File: config.mk
export PLATFORM = sky130hd
export DESIGN_NAME = credit_link_top
export DESIGN_NICKNAME = d
export VERILOG_FILES = /design/src/hw/credit_pkg.sv /design/src/hw/link_pkg.sv /design/src/hw/credit_link_if.sv /design/src/hw/credit_counter.sv /design/src/hw/credit_sender.sv /design/src/hw/link_pipe.sv /design/src/hw/credit_receiver.sv /design/src/hw/credit_link_top.sv
export SDC_FILE = /design/constraint.sdc
export NUM_CORES = 1
export LEC_CHECK = 0
export ABC_AREA = 1
export BUFFER_PORTS_ARGS = -buffer_cell sky130_fd_sc_hd__buf_2
export CAP_MARGIN = 40
export CORE_UTILIZATION = 50
export CTS_CLUSTER_SIZE = 24
export DETAILED_ROUTE_END_ITERATION = 7
export PLACE_DENSITY = 0.68
export SYNTH_ARGS = -nofsm -noshare
export SYNTH_HDL_FRONTEND = slang
export SYNTH_SLANG_ARGS = --single-unit
File: constraint.sdc
create_clock -name clk -period 4.53 [get_ports clk]
set_input_delay 0.906 -clock clk [delete_from_list [all_inputs] [get_ports clk]]
set_output_delay 0.906 -clock clk [all_outputs]
set_load 0.03 [all_outputs]
File: src/hw/credit_pkg.sv
`default_nettype none

// --------------------
// Credit accounting definitions shared by the sender and the receiver.
// --------------------

package credit_pkg;

  // Width of every credit quantity on the link.
  // Five bits hold any credit count up to the limit below.
  localparam int credit_width = 5;

  // Unsigned credit count.
  // It is used for the initial credit, the withhold value and the counter state.
  typedef logic [credit_width-1:0] credit_t;

  // Largest credit capacity that a credit_t can represent.
  // The max_credit parameter must not exceed it.
  localparam int max_credit_limit = 31;

endpackage

`default_nettype wire

File: src/hw/link_pkg.sv
`default_nettype none

// --------------------
// Flit format and channel limits of the link.
// --------------------

package link_pkg;

  // Payload width of one flit in bits.
  localparam int flit_width = 32;

  // One flit as it travels from the source to the sink.
  // There is no header or sideband, just the payload word.
  typedef logic [flit_width-1:0] flit_t;

  // Largest number of register stages in each direction of the channel.
  // Deeper channels need more credit to keep the link busy.
  localparam int max_link_stages = 8;

endpackage

`default_nettype wire

File: src/hw/credit_link_if.sv
`timescale 1ns/1ps
`default_nettype none

// One hop of the credit link.
// The flit travels forward with valid and data, one strobe per flit.
// The credit travels backward as a one-cycle strobe per returned credit.
// All four signals belong to the clk domain.
interface credit_link_if;
  import link_pkg::*;

  // Forward flit strobe without back-pressure.
  logic  valid;
  // Flit payload that is meaningful only while valid is high.
  flit_t data;
  // Backward credit strobe.
  logic  credit;
  // High while the sending side is in reset.
  logic  credit_stall;

  // The flit source drives the forward signals and listens for credits.
  modport tx (
    output valid,
    output data,
    output credit_stall,
    input  credit
  );

  // The flit sink takes the forward signals and returns credits.
  modport rx (
    input  valid,
    input  data,
    input  credit_stall,
    output credit
  );

endinterface

`default_nettype wire

File: src/hw/credit_counter.sv
`timescale 1ns/1ps
`default_nettype none

// Saturating credit counter for the sender side.
// The count is loaded from initial_value while rst_n is low.
// A returning credit can be spent in the same cycle it arrives.
module credit_counter #(
  parameter int max_value = 8
) (
  input  logic                clk,
  input  logic                rst_n,
  input  logic                incr_valid,
  input  logic                decr_valid,
  output logic                decr_ready,
  input  credit_pkg::credit_t initial_value,
  input  credit_pkg::credit_t withhold,
  output credit_pkg::credit_t value,
  output credit_pkg::credit_t available
);
  import credit_pkg::*;

  // The count never goes past the capacity, and never past what credit_t holds.
  localparam int cap_int = (max_value > max_credit_limit) ? max_credit_limit : max_value;
  localparam credit_t cap = credit_t'(cap_int);

  // One spare bit so that a full count plus an incoming credit does not wrap.
  typedef logic [credit_width:0] wide_t;

  wide_t total;
  wide_t spendable;
  wide_t next_wide;
  logic  decr;

  // --------------------
  // Available credit
  // --------------------

  // The incoming credit is counted before the withhold is taken off.
  // A withhold larger than the total leaves nothing to spend.
  always_comb begin
    total = {1'b0, value} + wide_t'(incr_valid);
    if (total > {1'b0, withhold}) begin
      spendable = total - {1'b0, withhold};
    end else begin
      spendable = '0;
    end
  end

  // Clamp to the capacity so the output always fits a credit_t.
  assign available = (spendable > {1'b0, cap}) ? cap : spendable[credit_width-1:0];

  // A flit may leave only while some credit is free.
  assign decr_ready = (available != '0);
  assign decr = decr_valid && decr_ready;

  // --------------------
  // Count update
  // --------------------

  // An increment and a decrement together cancel out.
  // Withheld credits stay in the count, they are only kept from being spent.
  always_comb begin
    next_wide = total - wide_t'(decr);
    if (next_wide > {1'b0, cap}) begin
      next_wide = {1'b0, cap};
    end
  end

  always_ff @(posedge clk) begin
    if (!rst_n) begin
      value <= initial_value;
    end else begin
      value <= next_wide[credit_width-1:0];
    end
  end

endmodule

`default_nettype wire

File: src/hw/credit_sender.sv
`timescale 1ns/1ps
`default_nettype none

// Sender side of the credit link.
// It turns the ready/valid push side into a valid strobe on the link.
// Each accepted flit spends one credit, each credit strobe returns one.
module credit_sender #(
  parameter int max_credit      = 8,
  parameter bit reg_pop_outputs = 1'b1
) (
  input  logic                clk,
  input  logic                rst_n,
  input  logic                push_valid,
  output logic                push_ready,
  input  link_pkg::flit_t     push_data,
  credit_link_if.tx           link,
  input  credit_pkg::credit_t credit_initial,
  input  credit_pkg::credit_t credit_withhold,
  output credit_pkg::credit_t credit_count,
  output credit_pkg::credit_t credit_available
);

  logic counter_ready;
  logic stall_q;
  logic push_fire;

  // --------------------
  // Reset stall
  // --------------------

  // The stall is set in reset and clears on the first edge after rst_n rises.
  // While it is high the far side must not return credits, since the counter
  // is still being loaded and would drop them.
  always_ff @(posedge clk) begin
    if (!rst_n) begin
      stall_q <= 1'b1;
    end else begin
      stall_q <= 1'b0;
    end
  end

  assign link.credit_stall = stall_q;

  // --------------------
  // Credit accounting
  // --------------------

  // Requests are held off while stalled, so push_ready is low throughout reset.
  credit_counter #(
    .max_value (max_credit)
  ) i_counter (
    .clk           (clk),
    .rst_n         (rst_n),
    .incr_valid    (link.credit),
    .decr_valid    (push_valid && !stall_q),
    .decr_ready    (counter_ready),
    .initial_value (credit_initial),
    .withhold      (credit_withhold),
    .value         (credit_count),
    .available     (credit_available)
  );

  assign push_ready = counter_ready && !stall_q;
  assign push_fire = push_valid && push_ready;

  // --------------------
  // Flit output
  // --------------------

  if (reg_pop_outputs) begin : gen_reg_out
    // One cycle of retiming on the link side.
    // Data only loads on a transfer, the valid bit carries the control state.
    always_ff @(posedge clk) begin
      if (!rst_n) begin
        link.valid <= 1'b0;
      end else begin
        link.valid <= push_fire;
      end
    end

    always_ff @(posedge clk) begin
      if (push_fire) begin
        link.data <= push_data;
      end
    end
  end else begin : gen_pass_out
    // Cut-through: the flit is on the link in the cycle it is accepted.
    assign link.valid = push_fire;
    assign link.data  = push_data;
  end

endmodule

`default_nettype wire

File: src/hw/link_pipe.sv
`timescale 1ns/1ps
`default_nettype none

// Pipelined channel between the sender and the receiver.
// Flits and the stall flag move forward, credits move backward,
// each through the same number of register stages.
module link_pipe #(
  parameter int link_stages = 2
) (
  input  logic      clk,
  input  logic      rst_n,
  credit_link_if.rx near,
  credit_link_if.tx far
);
  import link_pkg::*;

  // Depths beyond the channel limit are cut back to it.
  localparam int stages = (link_stages > max_link_stages) ? max_link_stages : link_stages;

  if (stages == 0) begin : gen_wires
    // No stages, so both directions are plain connections.
    assign far.valid        = near.valid;
    assign far.data         = near.data;
    assign far.credit_stall = near.credit_stall;
    assign near.credit      = far.credit;
  end else begin : gen_stages
    logic [stages-1:0] valid_q;
    logic [stages-1:0] stall_q;
    logic [stages-1:0] credit_q;
    flit_t             data_q [stages];

    // --------------------
    // Control chains
    // --------------------

    // Stage 0 sits next to the input of each chain.
    // The stall chain resets high so the receiver sees a stall until the
    // sender's own stall has travelled all the way through.
    always_ff @(posedge clk) begin
      if (!rst_n) begin
        valid_q  <= '0;
        stall_q  <= '1;
        credit_q <= '0;
      end else begin
        valid_q[0]  <= near.valid;
        stall_q[0]  <= near.credit_stall;
        credit_q[0] <= far.credit;
        for (int i = 1; i < stages; i++) begin
          valid_q[i]  <= valid_q[i-1];
          stall_q[i]  <= stall_q[i-1];
          credit_q[i] <= credit_q[i-1];
        end
      end
    end

    // --------------------
    // Data chain
    // --------------------

    // Each data stage loads only when the valid bit beside it moves in.
    always_ff @(posedge clk) begin
      if (near.valid) begin
        data_q[0] <= near.data;
      end
      for (int i = 1; i < stages; i++) begin
        if (valid_q[i-1]) begin
          data_q[i] <= data_q[i-1];
        end
      end
    end

    assign far.valid        = valid_q[stages-1];
    assign far.data         = data_q[stages-1];
    assign far.credit_stall = stall_q[stages-1];
    assign near.credit      = credit_q[stages-1];
  end

endmodule

`default_nettype wire

File: src/hw/credit_receiver.sv
`timescale 1ns/1ps
`default_nettype none

// Receiver side of the credit link.
// Every arriving flit is written into a FIFO with one entry per credit.
// The sender never has more flits in flight than credits, so the FIFO
// cannot overflow and the link needs no back-pressure.
module credit_receiver #(
  parameter int max_credit = 8
) (
  input  logic            clk,
  input  logic            rst_n,
  credit_link_if.rx       link,
  output logic            pop_valid,
  input  logic            pop_ready,
  output link_pkg::flit_t pop_data
);
  import link_pkg::*;
  import credit_pkg::*;

  // The FIFO depth matches the credit capacity.
  localparam int depth = (max_credit > max_credit_limit) ? max_credit_limit : max_credit;
  localparam int ptr_width = (depth > 1) ? $clog2(depth) : 1;

  typedef logic [ptr_width-1:0] ptr_t;

  localparam ptr_t last_ptr = ptr_t'(depth - 1);

  flit_t   mem [depth];
  ptr_t    wr_ptr;
  ptr_t    rd_ptr;
  credit_t occupancy;
  logic    pop_fire;
  logic    credit_q;

  // Pointers wrap at the depth, which need not be a power of two.
  function automatic ptr_t next_ptr(input ptr_t ptr);
    if (ptr == last_ptr) begin
      return '0;
    end
    return ptr + ptr_t'(1);
  endfunction

  // --------------------
  // Storage
  // --------------------

  // Every valid flit is written, there is no full check on this side.
  always_ff @(posedge clk) begin
    if (link.valid) begin
      mem[wr_ptr] <= link.data;
    end
  end

  // The head entry is presented to the sink directly from the array.
  assign pop_data  = mem[rd_ptr];
  assign pop_valid = (occupancy != '0);
  assign pop_fire  = pop_valid && pop_ready;

  // --------------------
  // Pointers and count
  // --------------------

  // A flit written in one cycle is counted at the edge, so it shows on
  // pop_valid from the next cycle on.
  always_ff @(posedge clk) begin
    if (!rst_n) begin
      wr_ptr    <= '0;
      rd_ptr    <= '0;
      occupancy <= '0;
    end else begin
      if (link.valid) begin
        wr_ptr <= next_ptr(wr_ptr);
      end
      if (pop_fire) begin
        rd_ptr <= next_ptr(rd_ptr);
      end
      case ({link.valid, pop_fire})
        2'b10:   occupancy <= occupancy + credit_t'(1);
        2'b01:   occupancy <= occupancy - credit_t'(1);
        default: occupancy <= occupancy;
      endcase
    end
  end

  // --------------------
  // Credit return
  // --------------------

  // One credit goes back in the cycle after each pop.
  // While the sender is stalled the FIFO is empty, so nothing is dropped here.
  always_ff @(posedge clk) begin
    if (!rst_n) begin
      credit_q <= 1'b0;
    end else begin
      credit_q <= pop_fire && !link.credit_stall;
    end
  end

  assign link.credit = credit_q;

endmodule

`default_nettype wire

File: src/hw/credit_link_top.sv
`timescale 1ns/1ps
`default_nettype none

// Top level of the credit link.
// Flits go from the ready/valid source through the sender, the channel
// and the receiver FIFO to the ready/valid sink.
// The credit counter state is brought out for monitoring.
module credit_link_top #(
  parameter int max_credit      = 8,
  parameter int link_stages     = 2,
  parameter bit reg_pop_outputs = 1'b1
) (
  input  logic                clk,
  input  logic                rst_n,
  input  logic                in_valid,
  output logic                in_ready,
  input  link_pkg::flit_t     in_data,
  output logic                out_valid,
  input  logic                out_ready,
  output link_pkg::flit_t     out_data,
  input  credit_pkg::credit_t credit_initial,
  input  credit_pkg::credit_t credit_withhold,
  output credit_pkg::credit_t credit_count,
  output credit_pkg::credit_t credit_available
);

  // Sender to channel, and channel to receiver.
  credit_link_if link_near ();
  credit_link_if link_far ();

  credit_sender #(
    .max_credit      (max_credit),
    .reg_pop_outputs (reg_pop_outputs)
  ) i_sender (
    .clk              (clk),
    .rst_n            (rst_n),
    .push_valid       (in_valid),
    .push_ready       (in_ready),
    .push_data        (in_data),
    .link             (link_near.tx),
    .credit_initial   (credit_initial),
    .credit_withhold  (credit_withhold),
    .credit_count     (credit_count),
    .credit_available (credit_available)
  );

  // Same depth in both directions, so the round trip is symmetric.
  link_pipe #(
    .link_stages (link_stages)
  ) i_pipe (
    .clk   (clk),
    .rst_n (rst_n),
    .near  (link_near.rx),
    .far   (link_far.tx)
  );

  credit_receiver #(
    .max_credit (max_credit)
  ) i_receiver (
    .clk       (clk),
    .rst_n     (rst_n),
    .link      (link_far.rx),
    .pop_valid (out_valid),
    .pop_ready (out_ready),
    .pop_data  (out_data)
  );

endmodule

`default_nettype wire

==> flow_metrics.tcl, run 1 <==
set metrics [dict create \
    status "complete, no violations" \
    synth_edf_count 352 \
    htreeDepth 2 \
    post-cts-setup-buffers 0 \
    final_common_cell "edfxtp_1" \
    cap_violations 0 \
    die_w_um 172 \
    drc 0 \
    place_congestion 0.804 \
    start_kind "register" \
    io-pin-count 90 \
    cts.repair.resized 0 \
    final_cell_mix "edfxtp_1 (352), nor2_1 (247), o21ai_0 (135)" \
    rows 61 \
    grt_setup_unrepaired "false" \
    yosysSeqAreaShare_pct 76.9 \
    cts_buffer_depth 3 \
    syn_area_um2 14500 \
    syn_nets 1137 \
    dieArea_um2 29600 \
    slowest_delay_ps 340 \
    grt_pass1_vias 7852 \
    dp_hpwl_mm 15.1 \
    cts.clk_slew.worst_paths_ps 60 \
    ys_top_cells_by_area "edfxtp_1 (73%), nor2_1 (6.6%), o21ai_0 (4.7%), dfxtp_1 (3.9%), nand2_1 (1.5%)" \
    fin_skew_ps 22.3 \
    placed_area_um2 15400 \
    grt_overflow_total 0 \
    fillers 2136 \
    finalHoldViolCount 0 \
    hold_buffers 0 \
    worst_pin_slew_ps 801 \
    power.density_nw_per_um2 582 \
    antenna_found_initial 1 \
    viasPerCell 5.28 \
    ir_drop_uv 456 \
    yosys_register_bits 380 \
    synth_top_cell_area_share_pct 73.0 \
    coreArea_um2 28200 \
    slew_viol_final 0 \
    path_class "register to output port" \
    worst_path_max_delay_cell "ha_1" \
    fin_area_um2 16700 \
    synth-main-ff-cell "edfxtp_1" \
    layout-drive-gt1-share_pct 17.0 \
    grtUsageTotal_pct 18.6 \
    arrival_ps 3070 \
    ant_nets 0 \
    slew_headroom_pct 46.6 \
    period_share_pct 87.8 \
    grt_max_degree 65 \
    leakagePower_uw 0.00591 \
    nNetsFinal 1235 \
    synthArstFlopShare_pct 0 \
    path_cells "ha_1 -> ha_1 -> nand3_1 -> xor2_2 -> inv_2 -> ha_1 -> nand2_1 -> nor2_1 -> nand2_1 -> nand3_1 -> nand2_1 -> nand3_2 -> o21ai_2 -> inv_1 -> nor2_1 -> buf_2" \
    postRouteWirelength_mm 27.0 \
    diodes 0 \
    dr.first_iter.drc_count 666 \
    required_ps 3620 \
    numClockSinks 380 \
    hold_class "register to register" \
    firstDrtPassIters 5 \
    tns_ps 0 \
    utilization_pct 59.1 \
    ys_warn_count 0 \
    setup_viol 0 \
    wl_per_cell_um 17.1 \
    synth.avg_cell_area_um2 13.5 \
    yosys.cell_types.count 39 \
    area_growth_pct 15.0 \
    holdWs_ps 384 \
    grt_pass1_wl_mm 41.6 \
    critPathCaptureType "output port" \
    crit_path_max_fanout 5 \
    die_y_um 172 \
    vias 8311 \
    initial_core_util_pct 51.4 \
    syn-instance-count 1072 \
    io_buffers 88 \
    synth_top_cell_by_area "edfxtp_1" \
    power_uw 9700 \
    clock-root-buffer "clkbuf_16" \
    clk_latency_ps 520 \
    fmax_mhz 251 \
    numCtsBuffers 38 \
    cts_tree "built" \
    period_needed_ps 3980 \
]
sequential cells by signal, indices dropped and copies added, names as in the netlist, named ones only:
register	flops
i_sender.i_counter.value	5
i_pipe.gen_stages.data_q	64
i_pipe.gen_stages.credit_q	2
i_sender.link.valid	1
i_receiver.rd_ptr	3
i_receiver.mem	256
i_sender.link.data	32
i_sender.link.credit_stall	1
i_pipe.gen_stages.valid_q	2
i_receiver.link.credit	1
i_pipe.gen_stages.stall_q	2
i_receiver.wr_ptr	3
i_receiver.occupancy	5
report_power, final:
group / internal (µW) / total (µW) / switching [µW] / leakage [µW]
clock network: 1840 / 3050 / 1210 / 0.000609
registers: 3900 / 3970 / 76.5 / 0.00341
logic: 783 / 2680 / 1890 / 0.00190
total: 6520 / 9700 / 3180 / 0.00591
layout make-up:
class / count / area (µm²) / area share [%]
sequential: 380 / 11100 / 66.9
clock inverter: 18 / 190 / 1.14
inverter: 54 / 204 / 1.22
multi-input combinational: 588 / 2960 / 17.8
timing repair buffer: 108 / 656 / 3.94
clock buffer: 49 / 1030 / 6.21
tap: 378 / 473 / 2.84
synthesized netlist by cell type, types with 11 or more instances:
master    instances
a31oi_1          32
buf_2            11
clkbuf_1         22
dfxtp_1          28
edfxtp_1        352
ha_1             17
inv_1            46
nand2_1          57
nor2_1          255
o21ai_0         135
o22ai_1          32
logic make-up (layout without fill, tap and decap cells):
group,Yosys count,in the layout,share of synthesized area [%]
buffers and inverters,104,229,3.09
AND/OR/NAND/NOR,343,343,9.51
adder cells (fa/ha/maj),19,19,1.75
other,1,1,0.0259
XOR/XNOR,7,7,0.475
AO/OA/AOI/OAI,218,218,8.27
flip-flops,380,380,76.9
final timing paths:
path                                                   start                     endpoint  slack (ps)  depth (start not counted)
worst min-delay path            i_pipe.gen_stages.stall_q[1]       i_receiver.link.credit         380                          1
worst min register to register  i_pipe.gen_stages.stall_q[1]       i_receiver.link.credit         380                          1
worst max register to register   i_sender.i_counter.value[0]  i_sender.i_counter.value[0]         990                         25
worst max-delay path             i_sender.i_counter.value[0]          credit_available[2]         550                         16
per-layer routing:
layer	wire length [µm]	GRT usage [%]	share of wire, %
met3	1190	2.91	4.4
met5	0	0	0
met2	13200	31.2	49
met4	487	6.00	1.8
met1	12100	25.0	45
stage by stage:
step	setup WS (ps)	cells
after CTS	543	1575
after global placement	1020	1505
final	554	1575
after global routing	340	1575
after detailed placement	961	1508
after floorplan	839	1072
critical path: cells and delay by family, from the launching register on:
| family | cells | cell delay [ps] |
|---|---|---|
| and+or+nand+nor | 8 | 690 |
| buffers and inverters | 3 | 340 |
| adders and majority gates | 3 | 800 |
| DFF | 1 | 310 |
| AOI/OAI and AO/OA | 1 | 150 |
| xor gates and xnor gates | 1 | 260 |
(Power assumes the default switching activity.)
==> run 2: changes to the inputs <==
- ABC_AREA: 1 -> default
==> flow_metrics.tcl, run 2 <==
set metrics [dict create \
    status "complete, no violations" \
    holdWs_ps 390 \
    fmax_mhz 229 \
    largest_registers "i_receiver.mem: 256 flops, i_pipe.gen_stages.data_q: 64 flops, i_sender.link.data: 32 flops" \
    grtUsageTotal_pct 18.3 \
    period_share_pct 96.6 \
    cts.clk_slew.worst_paths_ps 60 \
    syn_nets 722 \
    layout-drive-gt1-share_pct 35.5 \
    leakagePower_uw 0.00532 \
    placed_area_um2 15200 \
    initial_core_util_pct 50.9 \
    viasPerCell 5.57 \
    path_cells "ha_4 -> ha_4 -> nand3_1 -> xnor2_2 -> ha_1 -> or3_1 -> a2111oi_4 -> a31oi_4 -> buf_4 -> nor4_1 -> buf_4" \
    numClockSinks 380 \
    grt_pass1_vias 6934 \
    dp_hpwl_mm 14.8 \
    synth-main-ff-cell "edfxtp_1" \
    worst_path_max_delay_cell "or3_1" \
    syn-instance-count 657 \
    slowest_delay_ps 430 \
    clk_latency_ps 510 \
    die_w_um 170 \
    final_common_cell "edfxtp_1" \
    synth_top_cell_area_share_pct 74.8 \
    ir_drop_uv 222 \
    hold_buffers 0 \
    worst_slack_ps 155 \
    htreeDepth 2 \
    ant_nets 0 \
    io_buffers 88 \
    grt_max_degree 41 \
    vias 6587 \
    hold_class "register to register" \
    fin_skew_ps 6.06 \
    coreArea_um2 27800 \
    yosys_register_bits 380 \
    numCtsBuffers 38 \
    dr.first_iter.drc_count 483 \
    crit_path_max_fanout 5 \
    cts_buffer_depth 3 \
    crit_buf_inv 2 \
    finalHoldViolCount 0 \
    power_uw 6850 \
    clock-root-buffer "clkbuf_16" \
    setup_viol 0 \
    syn_area_um2 14100 \
    critical_path.top_delay_family "simple AND/OR/NAND/NOR gates" \
    io-pin-count 90 \
    area_growth_pct 16.5 \
    power.density_nw_per_um2 416 \
    synth_edf_count 352 \
    dieArea_um2 28900 \
    antenna_found_initial 0 \
    firstDrtPassIters 6 \
    ys_warn_count 0 \
    postRouteWirelength_mm 25.6 \
    yosys.cell_types.count 51 \
    grt_pass1_wl_mm 39.1 \
    largest_reg_flops 256 \
    fin_area_um2 16500 \
    place_congestion 0.806 \
    nNetsFinal 846 \
    start_kind "register" \
    cts_tree "built" \
    synth_most_common_cell "edfxtp_1" \
    critPathCaptureType "output port" \
    synth.avg_cell_area_um2 21.5 \
    wl_per_cell_um 21.7 \
    rows 61 \
    grt_overflow_total 0 \
    diodes 0 \
    fillers 2007 \
    ys_top_cells_by_area "edfxtp_1 (75%), mux4_2 (10%), dfxtp_1 (4.0%), mux2_2 (2.6%), ha_1 (1.5%)" \
    synth_top_cell_by_area "edfxtp_1" \
    arrival_ps 3470 \
    utilization_pct 59.3 \
    final_cell_mix "edfxtp_1 (352), buf_2 (86), mux4_2 (64)" \
    yosysSeqAreaShare_pct 78.8 \
    period_needed_ps 4370 \
    dp_worst_setup_slack_ps -210 \
    drc 0 \
    worst_pin_slew_ps 860 \
    slew_headroom_pct 42.5 \
    die_y_um 170 \
    yosys-top-cells-count "edfxtp_1 (352), mux4_2 (64), mux2_2 (32)" \
    slew_viol_final 0 \
    required_ps 3620 \
    cap_violations 0 \
    path_class "register to output port" \
    synthArstFlopShare_pct 0 \
    top_register "i_receiver.mem" \
]
-- run 2: cells by family after synthesis --
logic type                 after synthesis  share of synthesized area [%]
AOI/OAI and AO/OA                       35                           1.82
buffers and inverters                   39                           1.12
adders and majority gates               19                           1.79
muxes                                   98                           12.9
and+or+nand+nor                         75                           2.84
DFF                                    380                           78.8
other                                    1                         0.0265
xor gates and xnor gates                10                          0.717
-- run 2: timing repair --
action / CTS / global route
gates resized for setup: 7 / 15
pin swaps: 0 / 5
buffers inserted: 0 / 4
setup endpoints to repair: 8 / 9
-- run 2: through the flow --
step	cells	TNS, ps
after floorplan	657	0
after global placement	1112	0
after detailed placement	1115	-638
after CTS	1179	0
after global routing	1183	-28.0
final	1183	0
-- run 2: power by group --
part / switching [µW] / leakage (µW) / internal [µW] / total, µW
Combinational: 128 / 0.00138 / 96.8 / 224
Clock: 1180 / 0.000535 / 1590 / 2770
Sequential: 27.0 / 0.00340 / 3820 / 3850
Total: 1340 / 0.00532 / 5510 / 6850
-- run 2: cell type report --
class	instances	area, µm²	share of cell area [%]
clock buffers	49	1020	6.22
flip-flops and latches	380	11100	67.7
well taps	378	473	2.87
clock inverters	15	75.1	0.456
multi-input cells	238	3050	18.5
inverters	15	56.3	0.342
repair buffers	108	646	3.92
-- run 2: worst paths after layout --
| path | start | to | slack (ps) | cells past startpoint |
|---|---|---|---|---|
| worst min register to register | i_pipe.gen_stages.stall_q[1] | i_receiver.link.credit | 390 | 1 |
| worst max register to register | i_sender.i_counter.value[0] | i_sender.i_counter.value[1] | 160 | 18 |
| worst min-delay path | i_pipe.gen_stages.stall_q[1] | i_receiver.link.credit | 390 | 1 |
| worst max-delay path | i_sender.i_counter.value[0] | credit_available[2] | 160 | 11 |
-- run 2: layer usage --
metal	global-route usage, %	vias up	part of all wire (%)
li1	-	2907	-
met3	3.26	45	5.4
met1	24.4	3434	42
met5	0	-	0
met2	31.2	201	50
met4	4.94	0	1.8
==> run 3: changes to the inputs <==
- CELL_PAD_IN_SITES_DETAIL_PLACEMENT: default -> 1
- CELL_PAD_IN_SITES_GLOBAL_PLACEMENT: default -> 1
- PLACE_DENSITY: 0.68 -> default
- PLACE_DENSITY_LB_ADDON: default -> 0.1
==> flow_metrics.tcl, run 3 (synthesis gave the netlist of run 2 again) <==
set metrics [dict create \
    coreArea_um2 27800 \
    die_w_um 170 \
    slew_headroom_pct 43.7 \
    largest_reg_flops 256 \
    antenna_found_initial 1 \
    grt_overflow_total 0 \
    drc 0 \
    finalHoldViolCount 0 \
    critPathCaptureType "register" \
    crit_path_max_fanout 5 \
    initial_core_util_pct 50.9 \
    period_needed_ps 4370 \
    path_class "register to register" \
    final_common_cell "edfxtp_1" \
    fin_area_um2 16600 \
    rows 61 \
    slew_viol_final 0 \
    worst_pin_slew_ps 842 \
    worst_path_max_delay_cell "or4_4" \
    vias 6631 \
    io-pin-count 90 \
    required_ps 4960 \
    nNetsFinal 849 \
    slowest_delay_ps 450 \
    numClockSinks 380 \
    timing.critical_path.mode_cell "ha_2" \
    clk_latency_ps 520 \
    dp_worst_setup_slack_ps -218 \
    grtUsageTotal_pct 20.3 \
    grt_pass1_vias 7226 \
    placed_area_um2 15200 \
    cts_buffer_depth 3 \
    path_cells "ha_2 -> ha_4 -> xor2_4 -> ha_4 -> o21a_1 -> o31a_1 -> or4_4 -> a31oi_4 -> nor2_2 -> a2111oi_4 -> ha_2 -> ha_2 -> nor4b_1 -> a41o_1 -> xnor2_1 -> nand4_1 -> o2bb2ai_1" \
    dieArea_um2 28900 \
    postRouteWirelength_mm 28.2 \
    cts.clk_slew.worst_paths_ps 60 \
    status "complete, no violations" \
    worst_slack_ps 157 \
    wl_per_cell_um 23.8 \
    diodes 0 \
    critical_path.top_delay_family "compound AO/OA/AOI/OAI gates" \
    utilization_pct 59.8 \
    die_y_um 170 \
    setup_viol 0 \
    fmax_mhz 229 \
    fin_skew_ps 19.4 \
    area_growth_pct 17.7 \
    final_cell_mix "edfxtp_1 (352), buf_2 (86), mux4_2 (64)" \
    cts_tree "built" \
    grt_setup_unrepaired "true" \
    hold_class "register to register" \
    viasPerCell 5.59 \
    crit_buf_inv 0 \
    clock-root-buffer "clkbuf_16" \
    htreeDepth 2 \
    io_buffers 88 \
    ant_nets 0 \
    place_congestion 0.765 \
    grt_pass1_wl_mm 42.5 \
    dr.first_iter.drc_count 448 \
    power_uw 7310 \
    top_register "i_receiver.mem" \
    ir_drop_uv 260 \
    numCtsBuffers 39 \
    power.density_nw_per_um2 439 \
    layout-drive-gt1-share_pct 36.3 \
    dp_hpwl_mm 16.3 \
    cap_violations 0 \
    start_kind "register" \
    hold_buffers 0 \
    period_share_pct 96.5 \
    leakagePower_uw 0.00540 \
    largest_registers "i_receiver.mem: 256 flops, i_pipe.gen_stages.data_q: 64 flops, i_sender.link.data: 32 flops" \
    firstDrtPassIters 4 \
    arrival_ps 4800 \
    grt_max_degree 35 \
]
run 3: cell types whose count changed in the layout (fill, tap and decap cells not counted), sizes merged:
cell / delta
buf: +2
bufinv: +7
clkbuf: -3
clkinv: -3
clkinvlp: +1
run 3: layer usage:
layer	wire (µm)	global-route usage (%)	vias up
li1	-	-	2914
met1	11800	25.9	3510
met2	14600	35.6	161
met3	1220	3.53	46
met4	587	5.84	0
met5	0	0	-
run 3: worst register-to-register path, stage by stage, from the launching register on:
cell and delay [ps]:
dfxtp_1 330, ha_2 230, ha_4 200, xor2_4 230, ha_4 250, o21a_1 200, o31a_1 140, or4_4 450
a31oi_4 250, nor2_2 130, a2111oi_4 390, ha_2 240, ha_2 210, nor4b_1 320, a41o_1 180, xnor2_1 170
nand4_1 210, o2bb2ai_1 170
run 3: repair_timing:
item / CTS / global route
setup endpoints to repair: 9 / 9
gates resized for setup: 6 / 14
setup buffers: 0 / 3
pin swaps: 0 / 3
run 3: layout make-up:
| type | instances | area, µm² |
|---|---|---|
| Inverter | 15 | 56.3 |
| Tap cell | 378 | 473 |
| Timing Repair Buffer | 110 | 661 |
| Multi-Input combinational cell | 238 | 3020 |
| Clock buffer | 46 | 1000 |
| Fill cell | 2421 | 11200 |
| Sequential cell | 380 | 11100 |
| Clock inverter | 20 | 279 |
run 3: final timing paths:
path                                 endpoint                          from  depth (start not counted)  slack (ps)
setup / recovery  i_sender.i_counter.value[2]   i_sender.i_counter.value[0]                         17         160
hold reg to reg        i_receiver.link.credit  i_pipe.gen_stages.stall_q[1]                          1         400
hold / removal         i_receiver.link.credit  i_pipe.gen_stages.stall_q[1]                          1         400
setup reg to reg  i_sender.i_counter.value[2]   i_sender.i_counter.value[0]                         17         160
run 3: metrics by stage:
stage               std cells  hold slack [ps]  TNS, ps
finish                   1187              395        0
detailed placement       1118              391     -740
global placement         1116              379        0
floorplan                 657              373        0
global route             1187              408    -32.5
CTS                      1184              404        0
run 3: report_power, final:
group	internal [µW]	switching (µW)
sequential	3820	24.0
clock	1980	1260
combinational	93.5	133
total	5890	1410
